## src/source/mmu_config.svh

```systemverilog
`ifndef MMU_CONFIG_SVH
`define MMU_CONFIG_SVH

// ===========================================================================
// array and memory geometry
// ===========================================================================

// array is MMU_N x MMU_N, also lanes per memory row and rows per weight tile
`define MMU_N      4
`define MMU_DEPTH  16      // rows per memory
`define MMU_AW     4       // memory address width

// datapath widths
`define MMU_DW     8       // signed operand
`define MMU_SW     16      // signed sum, wraps mod 2^16

`endif

```

## src/source/mmu_pkg.sv

```systemverilog
`include "mmu_config.svh"

package mmu_pkg;

    // one lane and one row of operands / sums
    typedef logic signed [`MMU_DW-1:0] act_t;
    typedef logic signed [`MMU_SW-1:0] sum_t;
    typedef act_t [`MMU_N-1:0] act_row_t;   // 32 bits at N=4
    typedef sum_t [`MMU_N-1:0] sum_row_t;   // 64 bits at N=4

    typedef enum logic [1:0] {
        op_none         = 2'd0,
        op_load_weights = 2'd1,
        op_compute      = 2'd2
    } mmu_op_e;

    // host command strobe, src_base is weight base or input base by op
    typedef struct packed {
        mmu_op_e             op;
        logic [`MMU_AW-1:0]  src_base;
        logic [`MMU_AW-1:0]  dst_base;
        logic [`MMU_AW:0]    count;      // 1..MMU_DEPTH vectors
    } host_cmd_t;

    typedef struct packed {
        logic                en;
        logic [`MMU_AW-1:0]  addr;
        act_row_t            data;
    } mem_wr_t;

    typedef enum logic {feed_idle, feed_run} feed_state_e;
    typedef enum logic [1:0] {load_idle, load_fetch, load_commit} load_state_e;

    // travels beside a vector so the writer knows its output row
    typedef struct packed {
        logic                valid;
        logic [`MMU_AW-1:0]  dst_addr;
    } wave_t;

endpackage

```

## src/source/result_writer.sv

```systemverilog
`timescale 1ns/10ps
`include "mmu_config.svh"

module result_writer (
    input  logic                clk,
    input  logic                rst_n,
    input  mmu_pkg::wave_t      tag,
    input  mmu_pkg::sum_row_t   psum_out,
    input  logic [`MMU_AW-1:0]  rd_addr,
    output mmu_pkg::sum_row_t   rd_data,
    output logic                compute_done,
    output logic                busy
);
    import mmu_pkg::*;

    // N stages to reach column 0 then N-1 more riding with its deskew
    localparam int tag_stages = 2 * `MMU_N - 1;
    localparam int pw = `MMU_AW + 1;

    sum_row_t            omem [`MMU_DEPTH];   // output memory
    wave_t               tag_pipe [tag_stages];
    sum_row_t            aligned;             // all columns of one vector
    logic                wr_en;
    logic [`MMU_AW-1:0]  wr_addr;
    logic [pw-1:0]       pending;             // tags accepted but not yet written
    logic [pw-1:0]       pending_nxt;

    // =======================================================================
    // tag delay
    // =======================================================================
    always_ff @(posedge clk) begin
        if (!rst_n) begin
            for (int s = 0; s < tag_stages; s++) begin
                tag_pipe[s] <= '0;
            end
        end else begin
            tag_pipe[0] <= tag;
            for (int s = 1; s < tag_stages; s++) begin
                tag_pipe[s] <= tag_pipe[s-1];
            end
        end
    end

    // column j arrives j cycles after column 0 so it waits N-1-j
    for (genvar j = 0; j < `MMU_N; j++) begin : g_deskew
        if (j == `MMU_N - 1) begin : g_direct
            assign aligned[j] = psum_out[j];
        end else begin : g_delay
            sum_t pipe [`MMU_N-1-j];
            always_ff @(posedge clk) begin
                pipe[0] <= psum_out[j];
                for (int d = 1; d < `MMU_N - 1 - j; d++) begin
                    pipe[d] <= pipe[d-1];
                end
            end
            assign aligned[j] = pipe[`MMU_N-2-j];
        end
    end

    assign wr_en   = tag_pipe[tag_stages-1].valid;
    assign wr_addr = tag_pipe[tag_stages-1].dst_addr;

    // =======================================================================
    // output memory write side and host read port
    // =======================================================================
    always_ff @(posedge clk) begin
        if (wr_en) begin
            omem[wr_addr] <= aligned;
        end
        rd_data <= omem[rd_addr];             // 1-cycle read latency
    end

    // outstanding vector count and done pulse
    always_comb begin
        pending_nxt = pending + pw'(tag.valid) - pw'(wr_en);
    end

    always_ff @(posedge clk) begin
        if (!rst_n) begin
            pending      <= '0;
            compute_done <= 1'b0;
        end else begin
            pending      <= pending_nxt;
            compute_done <= wr_en && (pending_nxt == '0);   // cycle after last write
        end
    end

    assign busy = (pending != '0) || tag.valid;

    // a write always retires a tag still counted as outstanding
    a_wr_has_tag : assert property (@(posedge clk) disable iff (!rst_n)
        wr_en |-> (pending != '0));

endmodule

```

## config.mk

```make
export PLATFORM = sky130hd
export DESIGN_NAME = result_writer
export DESIGN_NICKNAME = d
export VERILOG_FILES = /design/src/source/mmu_pkg.sv /design/src/source/result_writer.sv
export VERILOG_INCLUDE_DIRS = /design/src /design/src/source
export SDC_FILE = /design/constraint.sdc
export NUM_CORES = 1
export LEC_CHECK = 0
export BUFFER_PORTS_ARGS = -buffer_cell sky130_fd_sc_hd__buf_2
export CORE_ASPECT_RATIO = 0.6
export CORE_MARGIN = 3
export CORE_UTILIZATION = 23
export DETAILED_ROUTE_END_ITERATION = 8
export GPL_ROUTABILITY_DRIVEN = 0
export SLEW_MARGIN = 10
export SYNTH_ARGS = -nofsm -noshare
export SYNTH_HDL_FRONTEND = slang
export SYNTH_SLANG_ARGS = --single-unit
```

## constraint.sdc

```tcl
create_clock -name clk -period 6.45 [get_ports clk]
set_input_delay 1.6125 -clock clk [delete_from_list [all_inputs] [get_ports clk]]
set_output_delay 1.6125 -clock clk [all_outputs]
set_load 0.1 [all_outputs]
```

**After elaboration in Yosys (flattened, before gate mapping)**

Memories as Yosys holds them, arrays and structs flattened. A register that Yosys moved wholly into a read port is not among the register bits.
Cells that the tools add are included.
W data, S select, Z words.

- Register bits after elaboration: 6
- Latch bits: 0
- RAM bits: 1155
- Bits in read-only memories: 0
- Output and inout bits: 66
- Memories: 5

Memories:

| name | words | bits a word | rd ports | clocked after Yosys merged registers in | wr ports | RTL line | source |
|---|---|---|---|---|---|---|---|
| omem | 16 | 64 | 1 | 1 | 1 | result_writer.sv:20 | `` sum_row_t omem [`MMU_DEPTH]; `` |
| g_deskew[0].g_delay.pipe | 3 | 16 | 3 | 0 | 3 | result_writer.sv:49 | `` sum_t pipe [`MMU_N-1-j]; `` |
| tag_pipe | 7 | 5 | 7 | 0 | 7 | result_writer.sv:21 | `wave_t tag_pipe [tag_stages];` |
| g_deskew[1].g_delay.pipe | 2 | 16 | 2 | 0 | 2 | result_writer.sv:49 |  |
| g_deskew[2].g_delay.pipe | 1 | 16 | 1 | 0 | 1 | result_writer.sv:49 |  |

- $add $sub $neg: 2
- $mul: 0
- Div/mod/pow operators: 0
- $lt $le $gt $ge: 0
- Equality and inequality tests: 0
- Shifts and indexed selects: 0
- Mux-type cells: 11
- Bitwise logic cells: 7
- Reduce and logical (&&, ||, !) cells: 4

Operator list:

| cell | number |
|---|---|
| $mux W5 | 7 |
| $or A1 B1 Y1 | 7 |
| $add A5 B1 Y5 | 1 |
| $logic_not A5 Y1 | 1 |
| $reduce_bool A5 Y1 | 1 |
| $sub A5 B1 Y5 | 1 |
| $mux W1 | 4 |
| $logic_and A1 B1 Y1 | 1 |
| $logic_or A1 B1 Y1 | 1 |

**Logic depth before layout (Yosys ltp)**

- Word-level depth: 4
- Mapped depth: 9

**Worst setup path after synthesis**

OpenSTA, ideal clock, no wires.

- Path type: reg2reg
- From: mem tag_pipe[6][4] (netlist bit)
- To: mem omem[0][0] (netlist bit) (enable)
- Data arrival time: 5.231 ns
- Required time: 5.885 ns
- Path slack: 0.655 ns
- Stages on the path, launching flop included: 3
- Buffers on the path: 0
- Clock period less this slack: 5.795 ns
- Cells stage by stage: dfxtp_1 -> or3b_2 -> nor3_1

RTL lines:

| element | RTL line |
|---|---|
| from (decl) | result_writer.sv:21 |
| to (decl) | result_writer.sv:20 |

**Final worst setup path**

- From: in tag[4] (netlist bit)
- To: out busy

- Cells in the longest elaborated chain, start to end: 1

Ends and longest elaborated chain:

| element | RTL line | source |
|---|---|---|
| from (decl) | result_writer.sv:7 | `input mmu_pkg::wave_t tag,` |
| $logic_or A1 B1 Y1 | result_writer.sv:88 | `assign busy = (pending != '0) \|\| tag.valid;` |
| to (decl) | result_writer.sv:12 | `output logic busy` |

No other way between the ends.

==> flow_summary.yaml <==
floorplanning:
  dieArea_sq_mm: 0.191
  row_count: 121
  dieWidth_um: 563
  dieHeight_um: 340
  io_pins: 141
  coreArea_sq_mm: 0.183
  start_util: 0.234
clock_network:
  cts_max_level: 3
  clk_latency_ns: 0.69
  cts_sinks: 1225
  cts-resized-gates: 0
  clkTransAtPathRegs_ns: 0.07
  cts_tree: "done"
  cts_buffers: 99
  cts_hold_repair.buffers: 0
  cts_setup_buffers: 0
  clk_path_buf_depth: 3
  cts-root-buf: "clkbuf_16"
drt:
  drc: 0
  drt-pass1-iter-count: 5
  wl_per_cell_um: 22.0
  vias: 19400
  drtAntennaViolNets: 0
  routed_via_density: 4.22
  wirelength_mm: 101
  drtIter0Drc: 2132
critical_path:
  reg2regPathDepth: 4
  r2r-end: "omem[2][3]"
  path_max_fanout: 3
  worstSetupStartpointType: "input port"
  crit_type: "input port to output pin"
  crit_path_top_delay_cell: "buf_2"
  critPathRequiredTime_ns: 4.84
  reg2reg_from: "tag_pipe[6][4]"
  reg2reg_slack_ns: 3.31
  path_depth: 4
  crit_arrival_ns: 2.28
  end_kind: "output pin"
  cp_slowest_stage_delay_ns: 0.30
  crit_path_cell_trace: "buf_2 > nor4_1 > nand2_1 > buf_2"
  cp_top_family: "buffers and inverters"
  cp_num_buf_inv: 2
  crit_top_cell: "buf_2"
cells_and_area:
  final_util: 0.274
  synthToLayoutAreaGrowth_pct: 17.2
  final-seq-area_sq_mm: 0.0348
  stdcell_count: 4604
  nFillCells: 18100
  drive_above_1_share: 0.291
  nets: 2136
  multiInputGateArea_sq_mm: 0.00767
logic_synthesis:
  yosysWarnings: 0
  synth-seq-cells: 1225
  syn_inst: 1854
  synth_ff_type: "edfxtp_1"
  synth_edf_count: 1024
  synth_compound_area_frac: 0.0230
  async_flop_share: 0
  netlist.area_leader.share: 0.718
  synth_cell_types: 28
  synthXorXnorAreaFrac: 0.000819
  synth_area_sq_mm: 0.0428
  synth_fa_ha_area_frac: 0.00222
  synthTopCellsByArea: "edfxtp_1 (72%), mux4_2 (13%), dfxtp_1 (9.4%)"
  synth_top_family_by_area: "multiplexers"
  synth.most_common_cell: "edfxtp_1"
  seq_area_frac_synth: 0.813
  synth.avg_cell_area_sq_um: 23.1
  synth_area_leader_cell: "edfxtp_1"
  ys_top_cells_by_count: "edfxtp_1 (1024), mux4_2 (256), dfxtp_1 (201), a22oi_1 (128), nand2_1 (67)"
  synthSimpleGateAreaFrac: 0.0152
  synthMuxAreaShare: 0.135
  syn-num-nets: 1936
global_route:
  globalRouteOverflowTotal: 0
  grt_start_max_net_pins: 102
  antenna_found_initial: 14
  grt_use_total: 0.103
  grt_first_pass_wirelength_mm: 144
  grt_pass1_vias: 19500
sta:
  fin_crit_sh: 0.604
  finalHoldViolations: 0
  tightest_slew_ns: 1.07
  tns_ns: 0
  rsz0062_at_grt: "false"
  min_period_ns: 3.89
  clock.fmax_mhz: 257
  fin_skew_ns: 0.0302
  hold_slack_ns: 0.314
  maxSlewViolCount: 0
  finalSetupViolCount: 0
  maxSlewHeadroom: 0.286
power:
  leakage_nw: 15.8
  power_density_mw_per_mm2: 321
  ir_drop_v: 0.000258
placement:
  placed_cells: 4413
  place_hpwl_mm: 54.6
  placement.io_buffers: 140
worst_hold_path:
  hold_start: "g_deskew[0].g_delay.pipe[0][2]"
  hp-class: "flop to flop"
  min_path_cells: 0
  hold-path-endpoint: "g_deskew[0].g_delay.pipe[0][18]"
job:
  cap_violations: 0
status:
  status: "finished clean"
## cells in the final DEF (no fill, tap or decap), types with 2 or more instances in the layout
master / n
a21oi_1: 2
a22oi_1: 128
and2_1: 38
buf_12: 5
buf_2: 138
buf_4: 42
buf_8: 2
bufinv_16: 14
clkbuf_1: 18
clkbuf_16: 103
clkbuf_8: 12
clkinv_1: 10
clkinv_2: 18
clkinv_4: 3
clkinv_8: 2
clkinvlp_4: 3
dfxtp_1: 201
diode_2: 4
edfxtp_1: 1024
ha_1: 6
inv_1: 6
inv_6: 3
mux4_2: 256
nand2_1: 67
nand2b_1: 2
nand3b_1: 2
nor2_4: 13
nor2b_1: 2
nor2b_4: 2
nor3_2: 3
nor4_1: 2
xnor2_1: 3
## power by group
group | switching (mW) | leakage (nW) | internal [mW]
Combinational | 0.611 | 3.25 | 0.251
Sequential | 0.115 | 10.9 | 8.64
Clock | 2.84 | 1.71 | 3.65
## kinds of logic (layout without fill, tap and decap cells)
kind of cell / after synthesis / in the layout
compound gates: 132 / 132
mux: 256 / 256
fa+ha+maj: 7 / 7
xor+xnor: 4 / 4
flops: 1225 / 1225
simple gates: 136 / 136
buf+inv: 94 / 380
other cells: 0 / 4
## registers in the layout, indices dropped and copies added (netlist names)
register               cells
omem                    1024
tag_pipe                  35
compute_done               1
rd_data                   64
g_deskew.g_delay.pipe     96
pending                    5
## routing by layer
| layer | global-route usage | vias up | wire [um] |
|---|---|---|---|
| met4 | 0.0182 | 2 | 1410 |
| met3 | 0.0260 | 135 | 8060 |
| met5 | 0 | - | 13 |
| li1 | - | 8103 | - |
| met1 | 0.155 | 10500 | 46800 |
| met2 | 0.152 | 681 | 44900 |
## cell type report
| class | count | share of cell area |
|---|---|---|
| Antenna cell | 4 | 0.000199 |
| Clock buffer | 133 | 0.0560 |
| Clock inverter | 54 | 0.0135 |
| Inverter | 6 | 0.000449 |
| Multi-Input combinational cell | 535 | 0.153 |
| Sequential cell | 1225 | 0.693 |
| Tap cell | 2460 | 0.0613 |
| Timing Repair Buffer | 187 | 0.0226 |
## stage by stage
stage	setup slack [ns]	area, sq um	power (mW)
finish	2.56	50200	16.1
global route	2.51	50200	16.7
CTS	2.54	50200	16.3
detailed placement	2.52	46700	9.82
global placement	2.48	46700	9.81
floorplan	0.655	42800	9.54
## worst max path at each step
stage                       end      startpoint  slack (ns)
floorplan            omem[0][0]  tag_pipe[6][4]        0.65
global placement           busy          tag[4]        2.48
detailed placement  rd_data[36]      rd_addr[0]        2.52
CTS                        busy          tag[4]        2.54
global route               busy          tag[4]        2.51
finish                     busy          tag[4]        2.56
(Power assumes the default switching activity.)
