[src/source/mmu_config.svh]
`ifndef MMU_CONFIG_SVH
`define MMU_CONFIG_SVH

// ===========================================================================
// array and memory geometry
// ===========================================================================

// array is MMU_N x MMU_N, also lanes per memory row and rows per weight tile
`define MMU_N      4
`define MMU_DEPTH  16      // rows per memory
`define MMU_AW     4       // memory address width

// datapath widths
`define MMU_DW     8       // signed operand
`define MMU_SW     16      // signed sum, wraps mod 2^16

`endif

[src/source/mmu_pkg.sv]
`include "mmu_config.svh"

package mmu_pkg;

    // one lane and one row of operands / sums
    typedef logic signed [`MMU_DW-1:0] act_t;
    typedef logic signed [`MMU_SW-1:0] sum_t;
    typedef act_t [`MMU_N-1:0] act_row_t;   // 32 bits at N=4
    typedef sum_t [`MMU_N-1:0] sum_row_t;   // 64 bits at N=4

    typedef enum logic [1:0] {
        op_none         = 2'd0,
        op_load_weights = 2'd1,
        op_compute      = 2'd2
    } mmu_op_e;

    // host command strobe, src_base is weight base or input base by op
    typedef struct packed {
        mmu_op_e             op;
        logic [`MMU_AW-1:0]  src_base;
        logic [`MMU_AW-1:0]  dst_base;
        logic [`MMU_AW:0]    count;      // 1..MMU_DEPTH vectors
    } host_cmd_t;

    typedef struct packed {
        logic                en;
        logic [`MMU_AW-1:0]  addr;
        act_row_t            data;
    } mem_wr_t;

    typedef enum logic {feed_idle, feed_run} feed_state_e;
    typedef enum logic [1:0] {load_idle, load_fetch, load_commit} load_state_e;

    // travels beside a vector so the writer knows its output row
    typedef struct packed {
        logic                valid;
        logic [`MMU_AW-1:0]  dst_addr;
    } wave_t;

endpackage

[src/source/mac_cell.sv]
`timescale 1ns/10ps
`include "mmu_config.svh"

module mac_cell (
    input  logic                      clk,
    input  logic                      rst_n,
    input  logic signed [`MMU_DW-1:0] a_in,
    input  logic signed [`MMU_DW-1:0] w_in,
    input  logic signed [`MMU_SW-1:0] s_in,
    input  logic                      w_shift_en,
    input  logic                      w_commit,
    output logic signed [`MMU_DW-1:0] a_out,
    output logic signed [`MMU_DW-1:0] w_out,
    output logic signed [`MMU_SW-1:0] s_out
);
    logic signed [`MMU_DW-1:0] w_shadow;   // filled by the shift chain
    logic signed [`MMU_DW-1:0] w_active;   // used by the multiplier
    logic signed [`MMU_SW-1:0] prod;

    assign prod = a_in * w_active;         // 8x8 signed, fits in 16

    // activation right, sum down
    always_ff @(posedge clk) begin
        a_out <= a_in;
        s_out <= s_in + prod;              // wraps mod 2^16
    end

    always_ff @(posedge clk) begin
        if (w_shift_en) begin
            w_shadow <= w_in;
        end
    end

    always_ff @(posedge clk) begin
        if (!rst_n) begin
            w_active <= '0;
        end else if (w_commit) begin
            w_active <= w_shadow;          // whole tile swaps at once
        end
    end

    assign w_out = w_shadow;               // next row's shadow source

endmodule

[src/source/systolic_array.sv]
`timescale 1ns/10ps
`include "mmu_config.svh"

module systolic_array (
    input  logic               clk,
    input  logic               rst_n,
    input  mmu_pkg::act_row_t  a_in,
    input  mmu_pkg::act_row_t  w_shift,
    input  logic               w_shift_en,
    input  logic               w_commit,
    output mmu_pkg::sum_row_t  psum_out
);
    import mmu_pkg::*;

    // a_bus[i][j] feeds cell (i,j) from the left, column N is the unused edge
    act_t a_bus [`MMU_N][`MMU_N+1];
    // w_bus[i][j] / s_bus[i][j] feed cell (i,j) from above
    act_t w_bus [`MMU_N+1][`MMU_N];
    sum_t s_bus [`MMU_N+1][`MMU_N];

    // =======================================================================
    // array edges
    // =======================================================================
    for (genvar k = 0; k < `MMU_N; k++) begin : g_edge
        assign a_bus[k][0] = a_in[k];        // row k gets lane k
        assign w_bus[0][k] = w_shift[k];     // weights enter at the top
        assign s_bus[0][k] = '0;             // no bias
        assign psum_out[k] = s_bus[`MMU_N][k];
    end

    // =======================================================================
    // cell grid
    // =======================================================================
    for (genvar i = 0; i < `MMU_N; i++) begin : g_row
        for (genvar j = 0; j < `MMU_N; j++) begin : g_col
            mac_cell cell_i (
                .clk        (clk),
                .rst_n      (rst_n),
                .a_in       (a_bus[i][j]),
                .w_in       (w_bus[i][j]),
                .s_in       (s_bus[i][j]),
                .w_shift_en (w_shift_en),
                .w_commit   (w_commit),
                .a_out      (a_bus[i][j+1]),
                .w_out      (w_bus[i+1][j]),
                .s_out      (s_bus[i+1][j])
            );
        end
    end

endmodule

[config.mk]
export PLATFORM = sky130hd
export DESIGN_NAME = systolic_array
export DESIGN_NICKNAME = d
export VERILOG_FILES = /design/src/source/mmu_pkg.sv /design/src/source/mac_cell.sv /design/src/source/systolic_array.sv
export VERILOG_INCLUDE_DIRS = /design/src /design/src/source
export SDC_FILE = /design/constraint.sdc
export NUM_CORES = 2
export LEC_CHECK = 0
export ABC_AREA = 1
export BUFFER_PORTS_ARGS = -buffer_cell sky130_fd_sc_hd__buf_2
export CAP_MARGIN = 20
export CORE_ASPECT_RATIO = 1.2
export CORE_UTILIZATION = 50
export DETAILED_ROUTE_END_ITERATION = 10
export GPL_TIMING_DRIVEN = 0
export PLACE_DENSITY_LB_ADDON = 0.15
export REMOVE_ABC_BUFFERS = 1
export SYNTH_ARGS = -nofsm -noshare
export SYNTH_HDL_FRONTEND = slang
export SYNTH_SLANG_ARGS = --single-unit
[constraint.sdc]
create_clock -name clk -period 9.2 [get_ports clk]
set_input_delay 1.38 -clock clk [delete_from_list [all_inputs] [get_ports clk]]
set_output_delay 1.38 -clock clk [all_outputs]
set_load 0.02 [all_outputs]
# After elaboration in Yosys (flattened, before gate mapping)

Index checks and enable logic that the tools add are counted.

Register bits after elaboration: 608
Bits in latches: 0
Bits in writable memories: 0
ROM bits: 0
Bits of input ports: 68
Output and inout port bits: 64
Memories: 0

Add/subtract/negate cells: 12
Multipliers: 16
Divide/modulo/power cells: 0
Order comparisons: 0
Equality and inequality tests: 0
Shifts and indexed selects: 0
Muxes and demuxes: 0
Bitwise logic cells: 0
Reductions and logical operators: 0

Operators by type and width:

| operator                   | count |
|---|---|
| multiplier 8 x 8 -> 16 bit | 16 |
| adder 16 bit               | 12 |

# Depth between registers and ports, before layout

Depth after elaboration: 2
Gate-level depth with buffers: 24
Gate-level depth less buffers: 23

# Hierarchy

Synthesis repeated with hierarchy kept, for this count alone.

Cell total of the unflattened synthesis: 7457
Area, all modules: 65846.9 µm²

By module, submodules not included:

| module                                  | times used | cells an instance | area an instance (µm²) |
|---|---|---|---|
| mac_cell (g_row[1].g_col[0].cell_i ...) | 10         | 458               | 4092.7 |
| mac_cell (g_row[0].g_col[0].cell_i ...) | 4          | 476               | 4145.2 |
| mac_cell (g_row[3].g_col[2].cell_i ...) | 2          | 486               | 4167.7 |
| systolic_array                          | 1          | 1                 | 3.8 |

# Worst setup path after synthesis

No wires, ideal clock.

Path kind: in2reg
From: input port a_in[23] in the netlist's numbering
To: register g_row[2].g_col[0].cell_i.s_out[15]
Data arrival time: 5.189 ns
Required time: 9.088 ns
Setup slack: 3.899 ns
Stages on the path: 19
Path buffers: 1
Cell sequence: clkbuf_1 > nand2_1 > inv_1 > fa_1 > fa_1 > fa_1 > fa_1 > ha_1 > ha_1 > nand2_1 > inv_1 > o21ai_1 > nand2_1 > nand2_1 > nand2_1 > nor2_1 > inv_1 > nand2_1 > nand2_1

Word-level cells in the longest chain between the ends: 2

RTL lines:

| item                       | RTL line            | RTL |
|---|---|---|
| start, declared            | systolic_array.sv:7 | `input mmu_pkg::act_row_t a_in,` |
| multiplier 8 x 8 -> 16 bit | mac_cell.sv:20      | `assign prod = a_in * w_active;` |
| adder 16 bit               | mac_cell.sv:25      | `s_out <= s_in + prod;` |
| end signal, assigned       | mac_cell.sv:25      |  |
| end, declared              | mac_cell.sv:14      | `` output logic signed [`MMU_SW-1:0] s_out `` |

No other way between the ends.
A chain may end at the register's enable or synchronous reset.

# Worst setup path in the final report

From: input port a_in[31] in the netlist's numbering
To: register g_row[3].g_col[0].cell_i.s_out[15]

Word-level cells in the longest chain between the ends: 2

RTL lines:

| item                       | RTL line |
|---|---|
| multiplier 8 x 8 -> 16 bit | mac_cell.sv:20 |
| adder 16 bit               | mac_cell.sv:25 |
| end signal, assigned       | mac_cell.sv:25 |
| end, declared              | mac_cell.sv:14 |

No other way between the ends.

==> summary.txt <==
Worst setup path
  – Critical Path AT: slightly below 6000 ps
  – CP peak stage delay: 740 ps
  – Crit-path slowest cell: fa_1
  – Crit Path Max Fanout: 9
  – Startpoint Class: input pin
  – Worst endpoint required time: 9770 ps
  – Crit-path cells: buf_2 > nand2_1 > fa_1 > inv_1 > fa_1 > inv_1 > fa_1 > inv_1 > fa_1 > ha_1 > ha_1 > a21oi_1 > a21boi_0 > nand2_1 > nor2_1 > inv_1 > nand2_1 > nand2_1
  – Worst Setup End Kind: flip-flop
  – CP Class: in2reg

Power
  – Gate power share: around two thirds
  – Net switching power: roughly 10 mW
  – Leak pwr: roughly 39 nW
  – Power Dens Cells: ~320 mW/mm2
  – Peak supply drop: approximately 300 uV
  – Switch share: around 48%
  – Clk pwr share: 13.7%
  – Total Power: 21.8 mW
  – P_int: approximately 11 mW
  – Sequential power share: between 10% and 20%

Drt
  – DRT iter0 DRCs: about 1,800
  – Drt wl/cell: between 10 and 15 um
  – WL final: 127,000 um
  – Vias: 42,600
  – Drt pass-1 iters: 5
  – Post-route DRC: 0
  – Routed vias/inst: about 4.8
  – Final antenna-violating net count: 0

Floorplanning
  – Starting density of the core: roughly half
  – Rows: about 140
  – I/O pins: between 100 and 150
  – Die area: 0.127 mm2
  – Die X: 326 um
  – Core region area: roughly 0.12 mm2
  – Die Height: approximately 390 um

Placement
  – Post-DP HPWL: about 110,000 um
  – Dpl cells: 8,780
  – I/O Buffers: roughly 130
  – Global placer's final weighted congestion: approximately 0.84

Cells and area
  – Finished Layout Cells: 8,913
  – Commonest non-fill, non-tap cells in the layout: inv_1 (1,912), nand2_1 (1,561), fa_1 (1,072)
  – Commonest non-fill, non-tap cell in the layout: inv_1
  – Nets@finish: 8,899
  – Area growth syn-to-layout: 6.76%
  – Share of layout cells above drive strength 1: between 4 and 5%
  – Fillcell total: roughly 11,000
  – Finished Core Util: a little over half

CTS
  – Clock Path Buffers: 3
  – CTS tree: done
  – Clock Latency Late Sink: 680 ps
  – Post-CTS sizing: 0
  – Number of sinks on the clock net: approximately 600
  – Clock slew at reported path FFs: 70 ps
  – Number of buffers created by CTS: between 70 and 80
  – Htree depth: 3
  – CTS Hold Bufs: 0
  – Root Buffer: clkbuf_16
  – Post-CTS Setup Inserts: 0

Yosys
  – #FFs+latches synth: 608
  – Synth Flop Type: dfxtp_1
  – Synthesized instance count: 7,270
  – Synthesized area per cell: around 8.7 um2
  – Largest family of logic cells by synthesized area: adder cells
  – Seq/Total Area, Yosys: a little over a fifth
  – Cell Area, Synth: between 0.06 and 0.07 mm2
  – EDFF count, synth: approximately 130
  – Xor/xnor share of the synthesized area: approximately 2.7%
  – Distinct cell type count of the synthesized netlist: a little over 40
  – Compound-gate portion of the synthesized area: under 10%
  – Adder-cell share of the synthesized area: 45.2%
  – Simple-gate portion of the synthesized area: 14.2%
  – Mux contribution to synthesized area: 0%
  – Yosys warning total: 0
  – Asr flop ratio synth: 0%

Worst hold path
  – Hold Path Class: reg2reg

Global route
  – First-pass GRT wire length: 221,000 um
  – GRT overflow: 0
  – Vias in the first global route: about 46,000
  – Gr usage total: around a fifth
  – Pin count of the biggest net entering global routing: 81
  – Antenna violations before repair: 7

STA
  – Slew @ Worst Pin: roughly 760 ps
  – Fmax achieved: between 0.15 and 0.2 GHz
  – Max-slew violations: 0
  – Min Hold Slack: 432 ps
  – Period Utilization, post-route: roughly 57%
  – RSZ-0062 raised after global routing: no
  – Final min period: around 5200 ps
  – Final sum of negative setup slack: 0 ps
  – Fin. Hold Viols: 0
  – Final number of setup-violating endpoints: 0
  – Slew Limit Headroom: about half
  – Worst Skew: 28.7 ps

Flow run
  – # Max-Cap Violations: 0

Outcome
  – Status: completed
## worst paths after layout
check | startpoint | endpoint | slack (ps) | cells after the start
setup / recovery | a_in[31] | g_row[3].g_col[0].cell_i.s_out[15]$_DFF_P_ | 3990 | 18
hold / removal | g_row[0].g_col[2].cell_i.w_out[0]$_DFFE_PP_ | g_row[1].g_col[2].cell_i.w_out[0]$_DFFE_PP_ | 430 | 0
setup reg to reg | g_row[2].g_col[1].cell_i.a_out[7]$_DFF_P_ | g_row[2].g_col[2].cell_i.s_out[15]$_DFF_P_ | 4330 | 17
hold reg to reg | g_row[0].g_col[2].cell_i.w_out[0]$_DFFE_PP_ | g_row[1].g_col[2].cell_i.w_out[0]$_DFFE_PP_ | 430 | 0
## synth_stat cells (all sizes together), types with 26 or more instances
library cell | instances | area (um2)
xnor2 | 75 | 657
nand3 | 157 | 801
nor2 | 434 | 1640
inv | 1913 | 7180
dfxtp | 480 | 9610
o21ai | 189 | 946
nand4 | 26 | 163
fa | 1072 | 21500
edfxtp | 128 | 3840
xor2 | 122 | 1070
nand2 | 1563 | 5870
ha | 560 | 7010
clkbuf | 264 | 995
a21oi | 135 | 702
## metrics by stage
step / area [um2] / setup slack (ps)
after global routing: 67200 / 3780
after floorplan: 61800 / 4150
after CTS: 67200 / 4050
after global placement: 64600 / 3390
after detailed placement: 64700 / 3330
final: 67200 / 3990
## registers in the layout, summed over array words and instances, names as in the netlist
name                         count
g_row.g_col.cell_i.a_out        96
g_row.g_col.cell_i.w_out       128
g_row.g_col.cell_i.w_active    128
g_row.g_col.cell_i.s_out       256
## critical path: cells and delay by family
kind                     cells  cell delay [ps]
adder cells (fa/ha/maj)      6             2810
AND/OR/NAND/NOR              5              710
buffers and inverters        5              540
AO/OA/AOI/OAI                2              320
## power by group through the flow
stage	logic, mW	clock network, mW	registers (mW)
after floorplan	11.4	0	4.11
after global placement	14.6	0	4.09
after detailed placement	14.8	0	4.09
after CTS	15.0	3.09	4.03
after global routing	17.3	3.19	4.10
final	14.8	2.99	4.02
## cells by family (layout without fill, tap and decap cells)
family / Yosys count / in the layout
xor+xnor: 197 / 197
fa+ha+maj: 1632 / 1632
simple gates: 2254 / 2254
compound gates: 370 / 370
buf+inv: 2209 / 2195
flops: 608 / 608
other cells: 0 / 1
## per-layer routing
layer	wire (um)	vias to the layer above	global-route usage [%]
met5	57	-	0
met4	2850	10	6.06
met3	4330	175	2.50
met2	63100	598	37.7
met1	56900	20800	27.2
li1	-	21000	-
## cell type report
class                      count  area, um2  share of cell area (%)
timing repair buffer         135        781                    1.16
tap                         1656       2070                    3.08
sequential                   608      13500                    20.0
multi-input combinational   4453      41100                    61.2
clock inverter                40        413                   0.615
antenna                        1       2.50                 0.00372
inverter                    1928       7240                    10.8
clock buffer                  92       2070                    3.09
No activity file was read; power rests on OpenSTA's default activity.
