## config.mk

```make
export PLATFORM = sky130hd
export DESIGN_NAME = activation_feeder
export DESIGN_NICKNAME = d
export VERILOG_FILES = /design/src/source/mmu_pkg.sv /design/src/source/activation_feeder.sv
export VERILOG_INCLUDE_DIRS = /design/src /design/src/source
export SDC_FILE = /design/constraint.sdc
export NUM_CORES = 1
export LEC_CHECK = 0
export BUFFER_PORTS_ARGS = -buffer_cell sky130_fd_sc_hd__buf_2
export CORE_ASPECT_RATIO = 1.75
export CORE_MARGIN = 4
export CORE_UTILIZATION = 60
export CTS_CLUSTER_DIAMETER = 120
export DETAILED_ROUTE_END_ITERATION = 6
export GPL_TIMING_DRIVEN = 0
export PLACE_DENSITY = 0.78
export SLEW_MARGIN = 20
export SYNTH_ARGS = -nofsm -noshare
export SYNTH_HDL_FRONTEND = slang
export SYNTH_SLANG_ARGS = --single-unit
```

## constraint.sdc

```tcl
create_clock -name clk -period 4.87 [get_ports clk]
set_input_delay 0.487 -clock clk [delete_from_list [all_inputs] [get_ports clk]]
set_output_delay 0.487 -clock clk [all_outputs]
set_load 0.005 [all_outputs]
```

## src/source/mmu_config.svh

```systemverilog
`ifndef MMU_CONFIG_SVH
`define MMU_CONFIG_SVH

// ===========================================================================
// array and memory geometry
// ===========================================================================

// array is MMU_N x MMU_N, also lanes per memory row and rows per weight tile
`define MMU_N      4
`define MMU_DEPTH  16      // rows per memory
`define MMU_AW     4       // memory address width

// datapath widths
`define MMU_DW     8       // signed operand
`define MMU_SW     16      // signed sum, wraps mod 2^16

`endif

```

## src/source/mmu_pkg.sv

```systemverilog
`include "mmu_config.svh"

package mmu_pkg;

    // one lane and one row of operands / sums
    typedef logic signed [`MMU_DW-1:0] act_t;
    typedef logic signed [`MMU_SW-1:0] sum_t;
    typedef act_t [`MMU_N-1:0] act_row_t;   // 32 bits at N=4
    typedef sum_t [`MMU_N-1:0] sum_row_t;   // 64 bits at N=4

    typedef enum logic [1:0] {
        op_none         = 2'd0,
        op_load_weights = 2'd1,
        op_compute      = 2'd2
    } mmu_op_e;

    // host command strobe, src_base is weight base or input base by op
    typedef struct packed {
        mmu_op_e             op;
        logic [`MMU_AW-1:0]  src_base;
        logic [`MMU_AW-1:0]  dst_base;
        logic [`MMU_AW:0]    count;      // 1..MMU_DEPTH vectors
    } host_cmd_t;

    typedef struct packed {
        logic                en;
        logic [`MMU_AW-1:0]  addr;
        act_row_t            data;
    } mem_wr_t;

    typedef enum logic {feed_idle, feed_run} feed_state_e;
    typedef enum logic [1:0] {load_idle, load_fetch, load_commit} load_state_e;

    // travels beside a vector so the writer knows its output row
    typedef struct packed {
        logic                valid;
        logic [`MMU_AW-1:0]  dst_addr;
    } wave_t;

endpackage

```

## src/source/activation_feeder.sv

```systemverilog
`timescale 1ns/10ps
`include "mmu_config.svh"

module activation_feeder (
    input  logic                clk,
    input  logic                rst_n,
    input  mmu_pkg::host_cmd_t  cmd,
    input  mmu_pkg::mem_wr_t    in_wr,
    output mmu_pkg::act_row_t   a_in,
    output mmu_pkg::wave_t      tag,
    output logic                busy
);
    import mmu_pkg::*;

    act_row_t            mem [`MMU_DEPTH];   // input memory
    feed_state_e         state;
    logic [`MMU_AW:0]    rd_ptr;             // extra bit exposes overrun
    logic [`MMU_AW-1:0]  dst_ptr;
    logic [`MMU_AW:0]    remaining;          // vectors left to read
    act_row_t            row_q;              // registered read data

    // host write port
    always_ff @(posedge clk) begin
        if (in_wr.en) begin
            mem[in_wr.addr] <= in_wr.data;
        end
    end

    // =======================================================================
    // read sequencer, one vector per cycle
    // =======================================================================
    always_ff @(posedge clk) begin
        if (!rst_n) begin
            state     <= feed_idle;
            rd_ptr    <= '0;
            dst_ptr   <= '0;
            remaining <= '0;
        end else begin
            case (state)
                feed_idle: begin
                    if (cmd.op == op_compute) begin
                        state     <= feed_run;
                        rd_ptr    <= {1'b0, cmd.src_base};
                        dst_ptr   <= cmd.dst_base;
                        remaining <= cmd.count;
                    end
                end
                feed_run: begin
                    rd_ptr    <= rd_ptr + 1'b1;
                    dst_ptr   <= dst_ptr + 1'b1;     // dst_base + index
                    remaining <= remaining - 1'b1;
                    if (remaining == 1) begin
                        state <= feed_idle;          // last vector read this cycle
                    end
                end
                default: state <= feed_idle;
            endcase
        end
    end

    // tag lines up with lane 0 of row_q
    always_ff @(posedge clk) begin
        if (!rst_n) begin
            tag <= '0;
        end else begin
            tag.valid    <= (state == feed_run);
            tag.dst_addr <= dst_ptr;
        end
    end

    always_ff @(posedge clk) begin
        if (state == feed_run) begin
            row_q <= mem[rd_ptr[`MMU_AW-1:0]];
        end else begin
            row_q <= '0;                             // idle lanes carry zeros
        end
    end

    // =======================================================================
    // triangular skew, lane i delayed i cycles
    // =======================================================================
    for (genvar i = 0; i < `MMU_N; i++) begin : g_skew
        if (i == 0) begin : g_direct
            assign a_in[0] = row_q[0];
        end else begin : g_delay
            act_t pipe [i];
            always_ff @(posedge clk) begin
                pipe[0] <= row_q[i];
                for (int d = 1; d < i; d++) begin
                    pipe[d] <= pipe[d-1];
                end
            end
            assign a_in[i] = pipe[i-1];
        end
    end

    assign busy = (state == feed_run);

    // host must keep src_base + count inside the memory, no wrap
    a_rd_in_range : assert property (@(posedge clk) disable iff (!rst_n)
        (state == feed_run) |-> (rd_ptr < `MMU_DEPTH));

endmodule

```

# Word level (Yosys, flattened, before mapping)
# Memories as Yosys holds them, arrays and structs flattened. A register that Yosys moved wholly into a read port is not among the register bits.
# Cells that the tools add are included.
dict set report word_totals {
  reg_bits 20
  mem_bits_rw 560
  inputBits 54
  output_inout_bits 38
  elab_cells 29
  mem_count 4
}
# name words word_bits rd rd_ports_with_merged_regs wr line
set memory_table {}
lappend memory_table {mem 16 32 1 1 1 activation_feeder.sv:15} ;# act_row_t mem [`MMU_DEPTH];
lappend memory_table {{g_skew[3].g_delay.pipe} 3 8 3 0 3 activation_feeder.sv:86} ;# act_t pipe [i];
lappend memory_table {{g_skew[2].g_delay.pipe} 2 8 2 0 2 activation_feeder.sv:86}
lappend memory_table {{g_skew[1].g_delay.pipe} 1 8 1 0 1 activation_feeder.sv:86}
dict set report op_classes {
  add_sub_neg 3
  eq_ne 3
  mux 11
  bitwise 1
  n_reduce_logical 1
}
# op count
set op_table {}
lappend op_table {{one-hot mux 5 bit (2 select lines)} 2}
lappend op_table {{2-to-1 mux 5 bit} 2}
lappend op_table {{one-hot mux 4 bit (2 select lines)} 1}
lappend op_table {{adder 5 x 1 -> 5 bit (second input constant)} 1}
lappend op_table {{== test 5 x 1 -> 1 bit (second input constant)} 1}
lappend op_table {{subtractor 5 x 1 -> 5 bit (second input constant)} 1}
lappend op_table {{adder 4 x 1 -> 4 bit (second input constant)} 1}
lappend op_table {{2-to-1 mux 1 bit} 4}
lappend op_table {{2-to-1 mux 4 bit} 1}
lappend op_table {{== test 2 bit (second input constant)} 1}
lappend op_table {{inequality test 2 bit (second input constant)} 1}
lappend op_table {{one-hot mux 1 bit (2 select lines)} 1}
lappend op_table {{logical NOT 1 bit} 1}
lappend op_table {{inverter 1 bit} 1}

# Depth between registers and ports, before layout
dict set report depth {
  word_depth 3
  mapped_depth 8
  mapped_depth_nobuf 6
}

# Least setup slack after synthesis
# Ideal clock, no wire load.
dict set report synth_path {
  path_kind {input port to flip-flop}
  startpoint {input port in_wr[35] (netlist bit)}
  endpoint {memory mem[0][0] (netlist bit) (enable)}
  setup_ns 0.461
  arrival_time_ns 3.205
  t_required_ns 4.409
  setup_slack_ns 1.203
  stages 2
  n_path_buf 0
  cell_sequence {or3b_2 > nor3_1}
}
# element line
set synth_rtl {}
lappend synth_rtl {{start, declared} activation_feeder.sv:8} ;# input mmu_pkg::mem_wr_t in_wr,
lappend synth_rtl {{end, declared} activation_feeder.sv:15}
# No word-level cell before the write port.

==> summary.md <==
| Metric | Value |
|---|---|
| Count of cell types in the netlist | 41 |
| Syn Nets | 1315 |
| Routability cong. | 0.7707 |
| Crit path capture type | flip-flop |
| Largest buffer count on any clock path | 3 |
| Top cells by instance count after synthesis | sky130_fd_sc_hd__edfxtp_1, sky130_fd_sc_hd__mux2i_1, sky130_fd_sc_hd__a22oi_1, sky130_fd_sc_hd__dfxtp_1, sky130_fd_sc_hd__nand2_1 |
| Number of nets at the end of the flow | 1494 |
| Unrepaired setup endpoints after global routing | false |
| F_max | 386.5 MHz |
| Transition time at the pin with the least slew margin | 1.093 ns |
| Number of failing hold endpoints at the final stage | 0 |
| Internal power consumption | 8.502 mW |
| Portion of the clock cycle consumed by the worst path in the final layout | 53.13% |
| DRC marker count from the first detailed-route iteration | 1325 |
| P&R area growth vs syn | 15.10% |
| Sequential share of the synthesized area | 76.73% |
| Clock tree from TritonCTS | built |
| Headroom to the max-slew limit | 27.11% |
| Depth of the CTS H-tree | 2 |
| Horizontal die dimension | 154.8 um |
| Total vias in the final route | 12190 |
| Core ar. | 0.03700 mm^2 |
| Switching power share of the total | 21.50% |
| Crit Path Max Fanout | 10 |
| Total number of yosys warnings | 0 |
| Number of endpoints failing setup at the final stage | 0 |
| Number of buffers inserted during clock tree synthesis | 51 |
| Total negative setup slack | 0 ns |
| # DRC | 0 |
| Combined global-route utilization of all metal layers | 25.46% |
| Worst Skew | 0.01584 ns |
| Detailed-router iteration count before antenna repair | 5 |
| I/O pin count | 92 |
| Post-DP HPWL | 33710 um |
| Number of buffers added on ports | 91 |
| Global route total overflow | 0 |
| Die Span Y | 264.9 um |
| Post-DRT Antenna Nets | 0 |
| Post CTS Setup Buffer Count | 0 |
| Root Driver | sky130_fd_sc_hd__clkbuf_16 |
| Non-filler instance count after layout | 1956 |
| Cell type contributing the most total cell area after synthesis | sky130_fd_sc_hd__edfxtp_1 |
| Ordered cell list for the critical path | buf_2 -> nor2b_1 -> clkbuf_2 -> clkbuf_1 -> a22oi_1 -> nand2_1 -> o21ai_0 |
| Leakage power summed over all cells | 8.879 nW |
| Arrival time of the worst setup path | 2.96 ns |
| Path type of the worst min-delay path | primary input to flip-flop |
| Number of buffers inserted for hold repair after clock tree synthesis | 0 |
| Total number of placement rows | 93 |
| Net switching power figure | 2.329 mW |
| Post-Synthesis Mean Instance Area | 18.00 um^2 |
| Fraction of registers with async set or reset after synthesis | 0% |
| Antenna violations before repair | 5 |
| Status | completed |
| Clk network pwr share | 38.4% |
| Most common flop cell mapped by yosys | sky130_fd_sc_hd__edfxtp_1 |
| Vias per Instance | 6.234 |
| Power share of the combinational group | 7.5% |
| Floorplan die area | 0.04100 mm^2 |
| Number of inserted filler cells in the final layout | 2293 |
| Cell Area, Synth | 0.02262 mm^2 |
| Starting density of the core | 61.13% |
| Cell Count Post-Placement | 1858 |
| Slowest Stage Delay on Critical Path | 0.76 ns |
| Global-route wire length before repair | 77060 um |
| Critical path class | flip-flop to flip-flop |
| Clock Latency Late Sink | 0.58 ns |
| Number of sinks driven by the clock tree | 611 |
| Library cell with the highest instance count after synthesis | sky130_fd_sc_hd__edfxtp_1 |
| Max Cap Violations | 0 |
| Post-synthesis sequential element count | 611 |
| Tmin final | 2.587 ns |
| Final count of pins violating max slew | 0 |
| Peak supply drop | 0.2695 mV |
| Routed Wire Length | 52330 um |
| Share of total power in sequential cells | 54.1% |
| Clock slew at reported path FFs | 0.07 ns |
| DR WL/cell | 26.75 um |
| Main area contributors after synthesis | sky130_fd_sc_hd__edfxtp_1, sky130_fd_sc_hd__mux2i_1, sky130_fd_sc_hd__dfxtp_1, sky130_fd_sc_hd__a22oi_1, sky130_fd_sc_hd__mux4_2 |
| Top cell type's share of synthesized area | 67.96% |
| Vias in the first global route | 12390 |
| Worst Setup Start Kind | flip-flop |
| Maximum number of pins on one net before global-route repair | 21 |
| Critical path required time | 5.24 ns |
| Post-Syn Instances | 1257 |
| Number of gates given a new drive strength after cts | 0 |
| Share of post-route cells with drive strength above 1 | 20.50% |
| Power density relative to cell area | 416.0 mW/mm^2 |
| EDFF count, synth | 512 |
| Slowest cell on crit path | sky130_fd_sc_hd__clkbuf_1 |
-- cell families after synthesis --
family	synth area share (%)
multiplexers	11.83
flip-flops	76.73
adder cells (fa/ha/maj)	0.2212
buffers and inverters	2.909
AND/OR/NAND/NOR	3.164
AO/OA/AOI/OAI	5.149
-- stage by stage --
step	hold WS, ns	utilization (%)	total power [mW]	worst slack, ns	instance area (um^2)
floorplan	0.3096	-	6.448	1.203	22620
global placement	0.3096	63.97	6.726	-1.349	23670
detailed placement	0.3121	65.71	6.777	2.317	24310
CTS	0.1918	70.35	10.86	2.265	26030
global route	0.2433	70.35	11.14	2.179	26030
finish	0.2034	70.37	10.83	2.283	26040
-- cell type report --
class,count,area (um^2),area share (%)
flip-flops and latches,611,17360,66.66
multi-input cells,553,4717,18.12
clock buffers,73,1461,5.613
repair buffers,126,988.4,3.796
plain buffers,91,650.6,2.499
well taps,475,594.3,2.283
clock inverters,22,254.0,0.9755
inverters,2,7.507,0.02883
diodes,3,7.507,0.02883
-- state kept, by name, summed over array words and instances, names as in the netlist --
register,cells
a_in,8
busy,1
dst_ptr,4
g_skew.g_delay.pipe,48
mem,512
rd_ptr,4
remaining,5
row_q,24
tag,5
-- worst max-delay path, delay by kind of cell (launching register included) --
family / cells / cell delay, ns
DFF: 1 / 0.39
and+or+nand+nor: 2 / 0.32
AOI/OAI and AO/OA: 2 / 0.38
buffers and inverters: 3 / 1.30
-- cells in the final DEF, fill, tap and decap left out, types with 7 or more instances in the layout --
cell type / n
sky130_fd_sc_hd__a21oi_1: 7
sky130_fd_sc_hd__nand3_1: 30
sky130_fd_sc_hd__dfxtp_1: 99
sky130_fd_sc_hd__o21ai_0: 37
sky130_fd_sc_hd__buf_16: 8
sky130_fd_sc_hd__nand2b_1: 21
sky130_fd_sc_hd__nor2_1: 8
sky130_fd_sc_hd__nand2_1: 42
sky130_fd_sc_hd__a22oi_1: 99
sky130_fd_sc_hd__clkinv_2: 8
sky130_fd_sc_hd__buf_4: 47
sky130_fd_sc_hd__buf_2: 101
sky130_fd_sc_hd__buf_6: 14
sky130_fd_sc_hd__clkbuf_1: 35
sky130_fd_sc_hd__mux2i_1: 210
sky130_fd_sc_hd__clkbuf_16: 53
sky130_fd_sc_hd__buf_12: 12
sky130_fd_sc_hd__mux4_2: 22
sky130_fd_sc_hd__nor2b_1: 10
sky130_fd_sc_hd__buf_1: 9
sky130_fd_sc_hd__nor2_4: 12
sky130_fd_sc_hd__and2_1: 9
sky130_fd_sc_hd__edfxtp_1: 512
-- power by group through the flow --
stage	logic [mW]	clock network [mW]	registers [mW]
after CTS	0.810	4.19	5.86
final	0.808	4.16	5.86
after floorplan	0.485	0	5.96
after detailed placement	0.804	0	5.97
after global routing	0.860	4.41	5.87
after global placement	0.757	0	5.97
-- path summary, 6_finish.rpt --
path	startpoint	end	slack, ns	cells after the start
setup reg to reg	rd_ptr[1]	row_q[14]	2.28	7
hold reg to reg	row_q[15]	g_skew[1].g_delay.pipe[0][7]	0.32	0
setup / recovery	rd_ptr[1]	row_q[14]	2.28	7
hold / removal	cmd[2]	remaining[2]	0.20	3
-- metal layers --
layer / part of all wire (%) / GRT usage, %
met5: 0.073 / 0
met4: 3.8 / 9.436
met3: 8.0 / 4.133
met2: 52 / 44.54
met1: 36 / 32.14
No activity file was read; power rests on OpenSTA's default activity.
