===== src/source/mmu_config.svh =====
`ifndef MMU_CONFIG_SVH
`define MMU_CONFIG_SVH

// ===========================================================================
// array and memory geometry
// ===========================================================================

// array is MMU_N x MMU_N, also lanes per memory row and rows per weight tile
`define MMU_N      4
`define MMU_DEPTH  16      // rows per memory
`define MMU_AW     4       // memory address width

// datapath widths
`define MMU_DW     8       // signed operand
`define MMU_SW     16      // signed sum, wraps mod 2^16

`endif


===== src/source/mmu_pkg.sv =====
`include "mmu_config.svh"

package mmu_pkg;

    // one lane and one row of operands / sums
    typedef logic signed [`MMU_DW-1:0] act_t;
    typedef logic signed [`MMU_SW-1:0] sum_t;
    typedef act_t [`MMU_N-1:0] act_row_t;   // 32 bits at N=4
    typedef sum_t [`MMU_N-1:0] sum_row_t;   // 64 bits at N=4

    typedef enum logic [1:0] {
        op_none         = 2'd0,
        op_load_weights = 2'd1,
        op_compute      = 2'd2
    } mmu_op_e;

    // host command strobe, src_base is weight base or input base by op
    typedef struct packed {
        mmu_op_e             op;
        logic [`MMU_AW-1:0]  src_base;
        logic [`MMU_AW-1:0]  dst_base;
        logic [`MMU_AW:0]    count;      // 1..MMU_DEPTH vectors
    } host_cmd_t;

    typedef struct packed {
        logic                en;
        logic [`MMU_AW-1:0]  addr;
        act_row_t            data;
    } mem_wr_t;

    typedef enum logic {feed_idle, feed_run} feed_state_e;
    typedef enum logic [1:0] {load_idle, load_fetch, load_commit} load_state_e;

    // travels beside a vector so the writer knows its output row
    typedef struct packed {
        logic                valid;
        logic [`MMU_AW-1:0]  dst_addr;
    } wave_t;

endpackage


===== src/source/weight_loader.sv =====
`timescale 1ns/10ps
`include "mmu_config.svh"

module weight_loader (
    input  logic                clk,
    input  logic                rst_n,
    input  mmu_pkg::host_cmd_t  cmd,
    input  mmu_pkg::mem_wr_t    wt_wr,
    output mmu_pkg::act_row_t   w_shift,
    output logic                w_shift_en,
    output logic                w_commit,
    output logic                weight_done,
    output logic                busy
);
    import mmu_pkg::*;

    localparam int cnt_w = $clog2(`MMU_N + 1);
    localparam logic [cnt_w-1:0] last_cnt = cnt_w'(`MMU_N);
    localparam logic [`MMU_AW-1:0] top_ofs = `MMU_AW'(`MMU_N - 1);

    act_row_t            mem [`MMU_DEPTH];   // weight memory
    load_state_e         state;
    logic [cnt_w-1:0]    cnt;                // 0 = read only, 1..N = shift
    logic [`MMU_AW-1:0]  rd_addr;

    // host write port
    always_ff @(posedge clk) begin
        if (wt_wr.en) begin
            mem[wt_wr.addr] <= wt_wr.data;
        end
    end

    // =======================================================================
    // fetch / shift / commit sequencer
    // =======================================================================
    always_ff @(posedge clk) begin
        if (!rst_n) begin
            state <= load_idle;
            cnt   <= '0;
        end else begin
            case (state)
                load_idle: begin
                    if (cmd.op == op_load_weights) begin
                        state <= load_fetch;
                        cnt   <= '0;
                    end
                end
                load_fetch: begin
                    cnt <= cnt + 1'b1;
                    if (cnt == last_cnt) begin
                        state <= load_commit;       // all N rows shifted in
                    end
                end
                load_commit: state <= load_idle;
                default:     state <= load_idle;
            endcase
        end
    end

    // rows fetched top index first, so row w_base+i settles in array row i
    always_ff @(posedge clk) begin
        if (state == load_idle && cmd.op == op_load_weights) begin
            rd_addr <= cmd.src_base + top_ofs;
        end else if (state == load_fetch) begin
            rd_addr <= rd_addr - 1'b1;
        end
    end

    // read data is the shift row, one cycle behind the address
    always_ff @(posedge clk) begin
        if (state == load_fetch) begin
            w_shift <= mem[rd_addr];
        end
    end

    assign w_shift_en  = (state == load_fetch) && (cnt != '0);
    assign w_commit    = (state == load_commit);
    assign weight_done = (state == load_commit);     // N+2 after cmd
    assign busy        = (state != load_idle);

    // commit comes right after an unbroken run of exactly N shifts
    a_commit_after_n : assert property (@(posedge clk) disable iff (!rst_n)
        w_commit |-> ($past(w_shift_en) && $past(w_shift_en, `MMU_N)
                      && !$past(w_shift_en, `MMU_N + 1)));

    a_shift_then_commit : assert property (@(posedge clk) disable iff (!rst_n)
        $fell(w_shift_en) |-> w_commit);

endmodule


===== config.mk =====
export PLATFORM = sky130hd
export DESIGN_NAME = weight_loader
export DESIGN_NICKNAME = d
export VERILOG_FILES = /design/src/source/mmu_pkg.sv /design/src/source/weight_loader.sv
export VERILOG_INCLUDE_DIRS = /design/src /design/src/source
export SDC_FILE = /design/constraint.sdc
export NUM_CORES = 1
export LEC_CHECK = 0
export ABC_AREA = 1
export ABC_CLOCK_PERIOD_IN_PS = 3620
export BUFFER_PORTS_ARGS = -buffer_cell sky130_fd_sc_hd__buf_2
export CORE_MARGIN = 2
export CORE_UTILIZATION = 50
export DETAILED_ROUTE_END_ITERATION = 7
export GPL_ROUTABILITY_DRIVEN = 0
export GPL_TIMING_DRIVEN = 0
export PLACE_DENSITY = 0.66
export SLEW_MARGIN = 30
export SYNTH_ARGS = -nofsm -noshare
export SYNTH_HDL_FRONTEND = slang
export SYNTH_SLANG_ARGS = --single-unit

===== constraint.sdc =====
create_clock -name clk -period 3.62 [get_ports clk]
set_clock_uncertainty 0.2 [all_clocks]
set_input_delay 0.362 -clock clk [delete_from_list [all_inputs] [get_ports clk]]
set_output_delay 0.362 -clock clk [all_outputs]
set_load 0.02 [all_outputs]

[Yosys cells after proc, flatten, opt, wreduce, memory -nomap -nowiden]
Memories as Yosys holds them, arrays and structs flattened. A register that Yosys moved wholly into a read port is not among the register bits.
Cells that the tools add are included.
Word-level totals
  register bits after elaboration: 9
  RAM bits: 512
  bits of input ports: 54
  output and inout bits: 36
  logic and storage cells: 31
  memories: 1
Memory list
  mem: words 16, width 32, read ports 1, clocked after Yosys merged registers in 1, wr ports 1, line weight_loader.sv:21  | act_row_t mem [`MMU_DEPTH];
Cells by class
  add/subtract/negate cells: 3
  equality and inequality tests: 6
  multiplexer cells: 9
  reduce and logical (&&, ||, !) cells: 9
Operators by type and width (number)
  $mux 4: 2
  $pmux 3 s2: 1
  $reduce_bool 2->1: 3
  $add 4x2->4 const B: 1
  $eq 2x1->1 const B: 2
  $mux 2: 2
  $pmux 2 s2: 1
  $reduce_and 2->1: 2
  $sub 4x1->4 const B: 1
  $add 3x1->3 const B: 1
  $eq 3x3->1 const B: 1
  $mux 3: 1
  $reduce_bool 3->1: 1
  $eq 2x2->1 const B: 1
  $logic_and 1x1->1: 2
  $logic_not 2->1: 1
  $mux 1: 2
  $ne 2x1->1 const B: 1
  $ne 2x2->1 const B: 1

[Longest topological paths before layout]
  word-level depth: 3
  depth in mapped cells: 10
  depth with buffers taken out: 7

[Worst setup path after synthesis]
Ideal clock, no wire load.
  kind: reg2out
  from: reg state[0]
  to: out w_shift_en
  data arrival time: 2.538 ns
  data required time: 3.058 ns
  path slack: 0.520 ns
  stages on the path, launching flop included: 5
  buffers on the path: 0
  path through: dfxtp_1 -> inv_2 -> nor2_1 -> inv_1 -> a21oi_1
Between the ends
  word-level cells in the longest chain between the ends: 2
RTL lines
  start: declaration: line weight_loader.sv:22  | load_state_e state;
  start signal: assignment: line weight_loader.sv:38  | state <= load_idle;
  start signal: assignment: line weight_loader.sv:44  | state <= load_fetch;
  start signal: assignment: line weight_loader.sv:51  | state <= load_commit;
  $eq 2x1->1: line weight_loader.sv:76  | assign w_shift_en = (state == load_fetch) && (cnt != '0);
  $logic_and 1x1->1: line weight_loader.sv:76
  end: declaration: line weight_loader.sv:10  | output logic w_shift_en,
No other way between the ends.

==> impl_metrics.yaml <==
logic_synthesis:
  synthesis.nets: 2203
  leading_register_cell_type_out_of_synthesis: "sky130_fd_sc_hd__edfxtp_1"
  post-synth-top-count-cell: "sky130_fd_sc_hd__nand2_1"
  synth_area_sq_mm: 0.0231
  asyncSetResetFlopFracSynth: 0
  post_synth_num_cell_types: 26
  synth_sequential_area_ratio: 0.715
  synth_simple_gate_area_share: 0.210
  ys_top_cells_by_area: "sky130_fd_sc_hd__edfxtp_1 (71%), sky130_fd_sc_hd__nand2_1 (11%), sky130_fd_sc_hd__nand3_1 (5.4%), sky130_fd_sc_hd__nor2_1 (3.8%), sky130_fd_sc_hd__inv_1 (3.3%)"
  synth_area_per_cell_sq_um: 10.8
  synth_compound_area_frac: 0.00238
  synth-xor-area-share: 0.000757
  synth_top_area_share: 0.711
  yosys-top-cells-count: "sky130_fd_sc_hd__nand2_1 (656), sky130_fd_sc_hd__edfxtp_1 (548), sky130_fd_sc_hd__nand3_1 (251)"
  post_synth_edffs: 548
  post_synth_mux_area_share: 0
  postSynthCellCount: 2145
  ys_warn_count: 0
  synth_top_family_by_area: "simple AND/OR/NAND/NOR gates"
  yosys_register_bits: 553
  synth-adder-area-share: 0.00216
  synth.largest_area_cell: "sky130_fd_sc_hd__edfxtp_1"
cts:
  post-cts-setup-buffer-count: 0
  worst_skew_pair.late_latency_ps: 590
  root_buffer: "sky130_fd_sc_hd__clkbuf_16"
  h_tree_lvls: 2
  cts_tree: "done"
  worst_setup_hold_path_clk_slew_ps: 60
  clkSinkCount: 553
  tritoncts.num_buffers: 55
  ctsLongestPathBuffers: 3
pwr:
  power.share.sequential: 0.513
  clkPwrFrac: 0.370
  ir_drop_mv: 0.422
  switching_share: 0.251
  p_total_mw: 14.2
  combPwrFrac: 0.117
  intPower_mw: 10.6
  leakagePower_nw: 11.0
  sw_pwr_mw: 3.56
  power-per-cell-area_mw_per_mm2: 524
run:
  drv_cap: 0
grt:
  grt_first_pass_wirelength_um: 89800
  grt_util_all_layers: 0.256
  grt_max_degree: 21
  antenna_found_initial: 0
  first_global_vias: 14900
  globalRoute.totalOverflow: 0
setup_path:
  rrSetupSlack_ps: 1190
  highest_cell_delay_on_the_worst_timing_path_ps: 660
  setup.worst_path.start: "rd_addr[0]$_DFFE_PP_"
  cp_max_fo: 10
  worst_ep_arrival_time_ps: 2680
  worst_path_most_repeated_cell: "sky130_fd_sc_hd__nand2_1"
  slowest_stage: "sky130_fd_sc_hd__clkbuf_1"
  setup.worst_path.start_class: "flop"
  critical_path.cell_chain: "buf_2 > inv_2 > clkbuf_1 > nand2_1 > nand3_1 > nand2_1 > nor2_1 > nand2_1 > nand2_1"
  worst_setup_path_endpoint: "w_shift[8]$_DFFE_PP_"
  r2r-end: "w_shift[8]$_DFFE_PP_"
  endpoint_kind: "flop"
  cp.required_ps: 3870
  r2r_start: "rd_addr[0]$_DFFE_PP_"
  worstSetupPathType: "reg2reg"
  rr_worst_depth: 9
routing:
  initial_drt_pass_iterations: 5
  detail_route.drc_violations: 0
  route.antenna.remaining_nets: 0
  routed_wire_length_per_instance_um: 20.2
  detailedRoute.firstIterationViolations: 1644
  detailroute.via_count: 15500
  avgViaCountPerCell: 5.19
  postRouteWirelength_um: 60100
sta:
  max_freq_mhz: 411
  final_max_slew_viol_count: 0
  ratio_of_final_minimum_period_to_clock_period: 0.671
  setup_repair_after_global_routing_missed_its_margin: "no"
  worst_pin_slew_ps: 1010
  timing.final.setup_violations: 0
  final_count_of_hold_timing_violations: 0
  max_slew_margin: 0.323
  layout_min_cycle_time_ps: 2430
min_path:
  worst_hold_startpoint: "cmd[10]"
  holdCritPathClass: "in2reg"
place:
  port-buffer-count: 80
  placedCellCount: 2851
  dp.final_hpwl_um: 39500
layout:
  nFillCells: 3563
  areaGrowthSynthToFinish_pct: 17.0
  share_of_cells_above_drive_strength_1: 0.152
  multi_input_area_sq_mm: 0.00512
  num_antenna_cells: 0
  num-nets-final: 2402
  final_cells: 2983
  final-seq-area_sq_mm: 0.0166
die:
  die_w_um: 219
  rows: 78
  placeableCoreArea_sq_mm: 0.0456
  floorplan.initialDensity: 0.508
  design.die.area_sq_mm: 0.0480
  floorplan.io_pins: 90
  die_h_um: 219
outcome:
  outcome: "complete, no violations"
## layout by cell type (no fill, tap or decap)
cell,count
sky130_fd_sc_hd__edfxtp_1,548
sky130_fd_sc_hd__bufinv_16,1
sky130_fd_sc_hd__buf_12,2
sky130_fd_sc_hd__a21oi_1,4
sky130_fd_sc_hd__inv_2,87
sky130_fd_sc_hd__o21ai_0,3
sky130_fd_sc_hd__buf_16,23
sky130_fd_sc_hd__nand3b_1,2
sky130_fd_sc_hd__buf_8,1
sky130_fd_sc_hd__buf_2,149
sky130_fd_sc_hd__inv_4,1
sky130_fd_sc_hd__or2_2,4
sky130_fd_sc_hd__buf_1,3
sky130_fd_sc_hd__ha_1,4
sky130_fd_sc_hd__buf_6,2
sky130_fd_sc_hd__o21ai_1,4
sky130_fd_sc_hd__buf_4,7
sky130_fd_sc_hd__or2_0,1
sky130_fd_sc_hd__nor2_8,1
sky130_fd_sc_hd__dlygate4sd3_1,36
sky130_fd_sc_hd__nor2_4,17
sky130_fd_sc_hd__clkinv_2,8
sky130_fd_sc_hd__nor4_1,1
sky130_fd_sc_hd__or2_1,29
sky130_fd_sc_hd__nand3_1,251
sky130_fd_sc_hd__clkbuf_1,32
sky130_fd_sc_hd__inv_1,204
sky130_fd_sc_hd__clkbuf_16,57
sky130_fd_sc_hd__dfxtp_1,5
sky130_fd_sc_hd__nor2_2,1
sky130_fd_sc_hd__clkinv_1,15
sky130_fd_sc_hd__xor2_1,2
sky130_fd_sc_hd__nand2_1,656
sky130_fd_sc_hd__nor2_1,220
sky130_fd_sc_hd__clkbuf_2,2
## cell families (layout without fill, tap and decap cells)
family / count (synthesis) / in the layout
simple gates: 1183 / 1183
flops: 553 / 553
buf+inv: 392 / 630
compound gates: 11 / 11
fa+ha+maj: 4 / 4
xor+xnor: 2 / 2
## sequential cells by signal (all words and copies together) (netlist names)
signal,count
w_shift,32
cnt,3
rd_addr,4
state,2
mem,512
## worst max-delay path: cells and delay by family (launching register included)
family        cells  cell delay (ps)
simple gates      6              620
buf+inv           3             1020
flops             1              460
## layout make-up
| class | instances | share of cell area |
|---|---|---|
| flip-flops and latches | 553 | 0.611 |
| multi-input cells | 1200 | 0.189 |
| clock buffers | 73 | 0.0549 |
| repair buffers | 142 | 0.0535 |
| inverters | 293 | 0.0407 |
| well taps | 600 | 0.0277 |
| plain buffers | 99 | 0.0185 |
| clock inverters | 23 | 0.00453 |
## routing by layer
| layer | global-route usage | wire, um | vias to the layer above |
|---|---|---|---|
| li1 | - | - | 7347 |
| met1 | 0.341 | 23800 | 7264 |
| met2 | 0.418 | 28500 | 748 |
| met3 | 0.0434 | 5470 | 131 |
| met4 | 0.108 | 2310 | 0 |
| met5 | 0 | 0 | - |
## per-stage QoR
stage               hold WS, ps  setup slack (ps)  utilization  setup TNS [ps]  cell area (sq um)
finish                     68.6              1190        0.594               0              27100
global route                136              1040        0.594               0              27100
CTS                        57.2              1220        0.594               0              27100
detailed placement          282              1270        0.551               0              25100
global placement            265             -1170        0.533         -219810              24300
floorplan                   254               520            -               0              23100
## power groups by stage
stage	sequential, mW	combinational, mW	clock, mW
6_report	7.27	1.67	5.25
5_1_grt	7.28	1.83	5.55
4_1_cts	7.27	1.66	5.30
3_5_place_dp	7.41	1.62	0
3_3_place_gp	7.41	1.54	0
2_1_floorplan	7.44	0.892	0
## how the worst min path moves through the flow
stage | end | slack [ps] | depth (start not counted)
global route | rd_addr[3]$_DFFE_PP_ | 140 | 5
CTS | rd_addr[3]$_DFFE_PP_ | 60 | 5
finish | rd_addr[3]$_DFFE_PP_ | 70 | 5
global placement | cnt[0]$_SDFFE_PN0P_ | 270 | 1
detailed placement | cnt[0]$_SDFFE_PN0P_ | 280 | 1
floorplan | cnt[0]$_SDFFE_PN0P_ | 250 | 1
## repair_timing
| action | in CTS | in global routing |
|---|---|---|
| endpoints found under the setup margin | 0 | 0 |
| hold buffers | 36 | 0 |
| endpoints found under the hold margin | 520 | 0 |
| resized for setup | 0 | 0 |
Power figures use the tool's default switching activity.
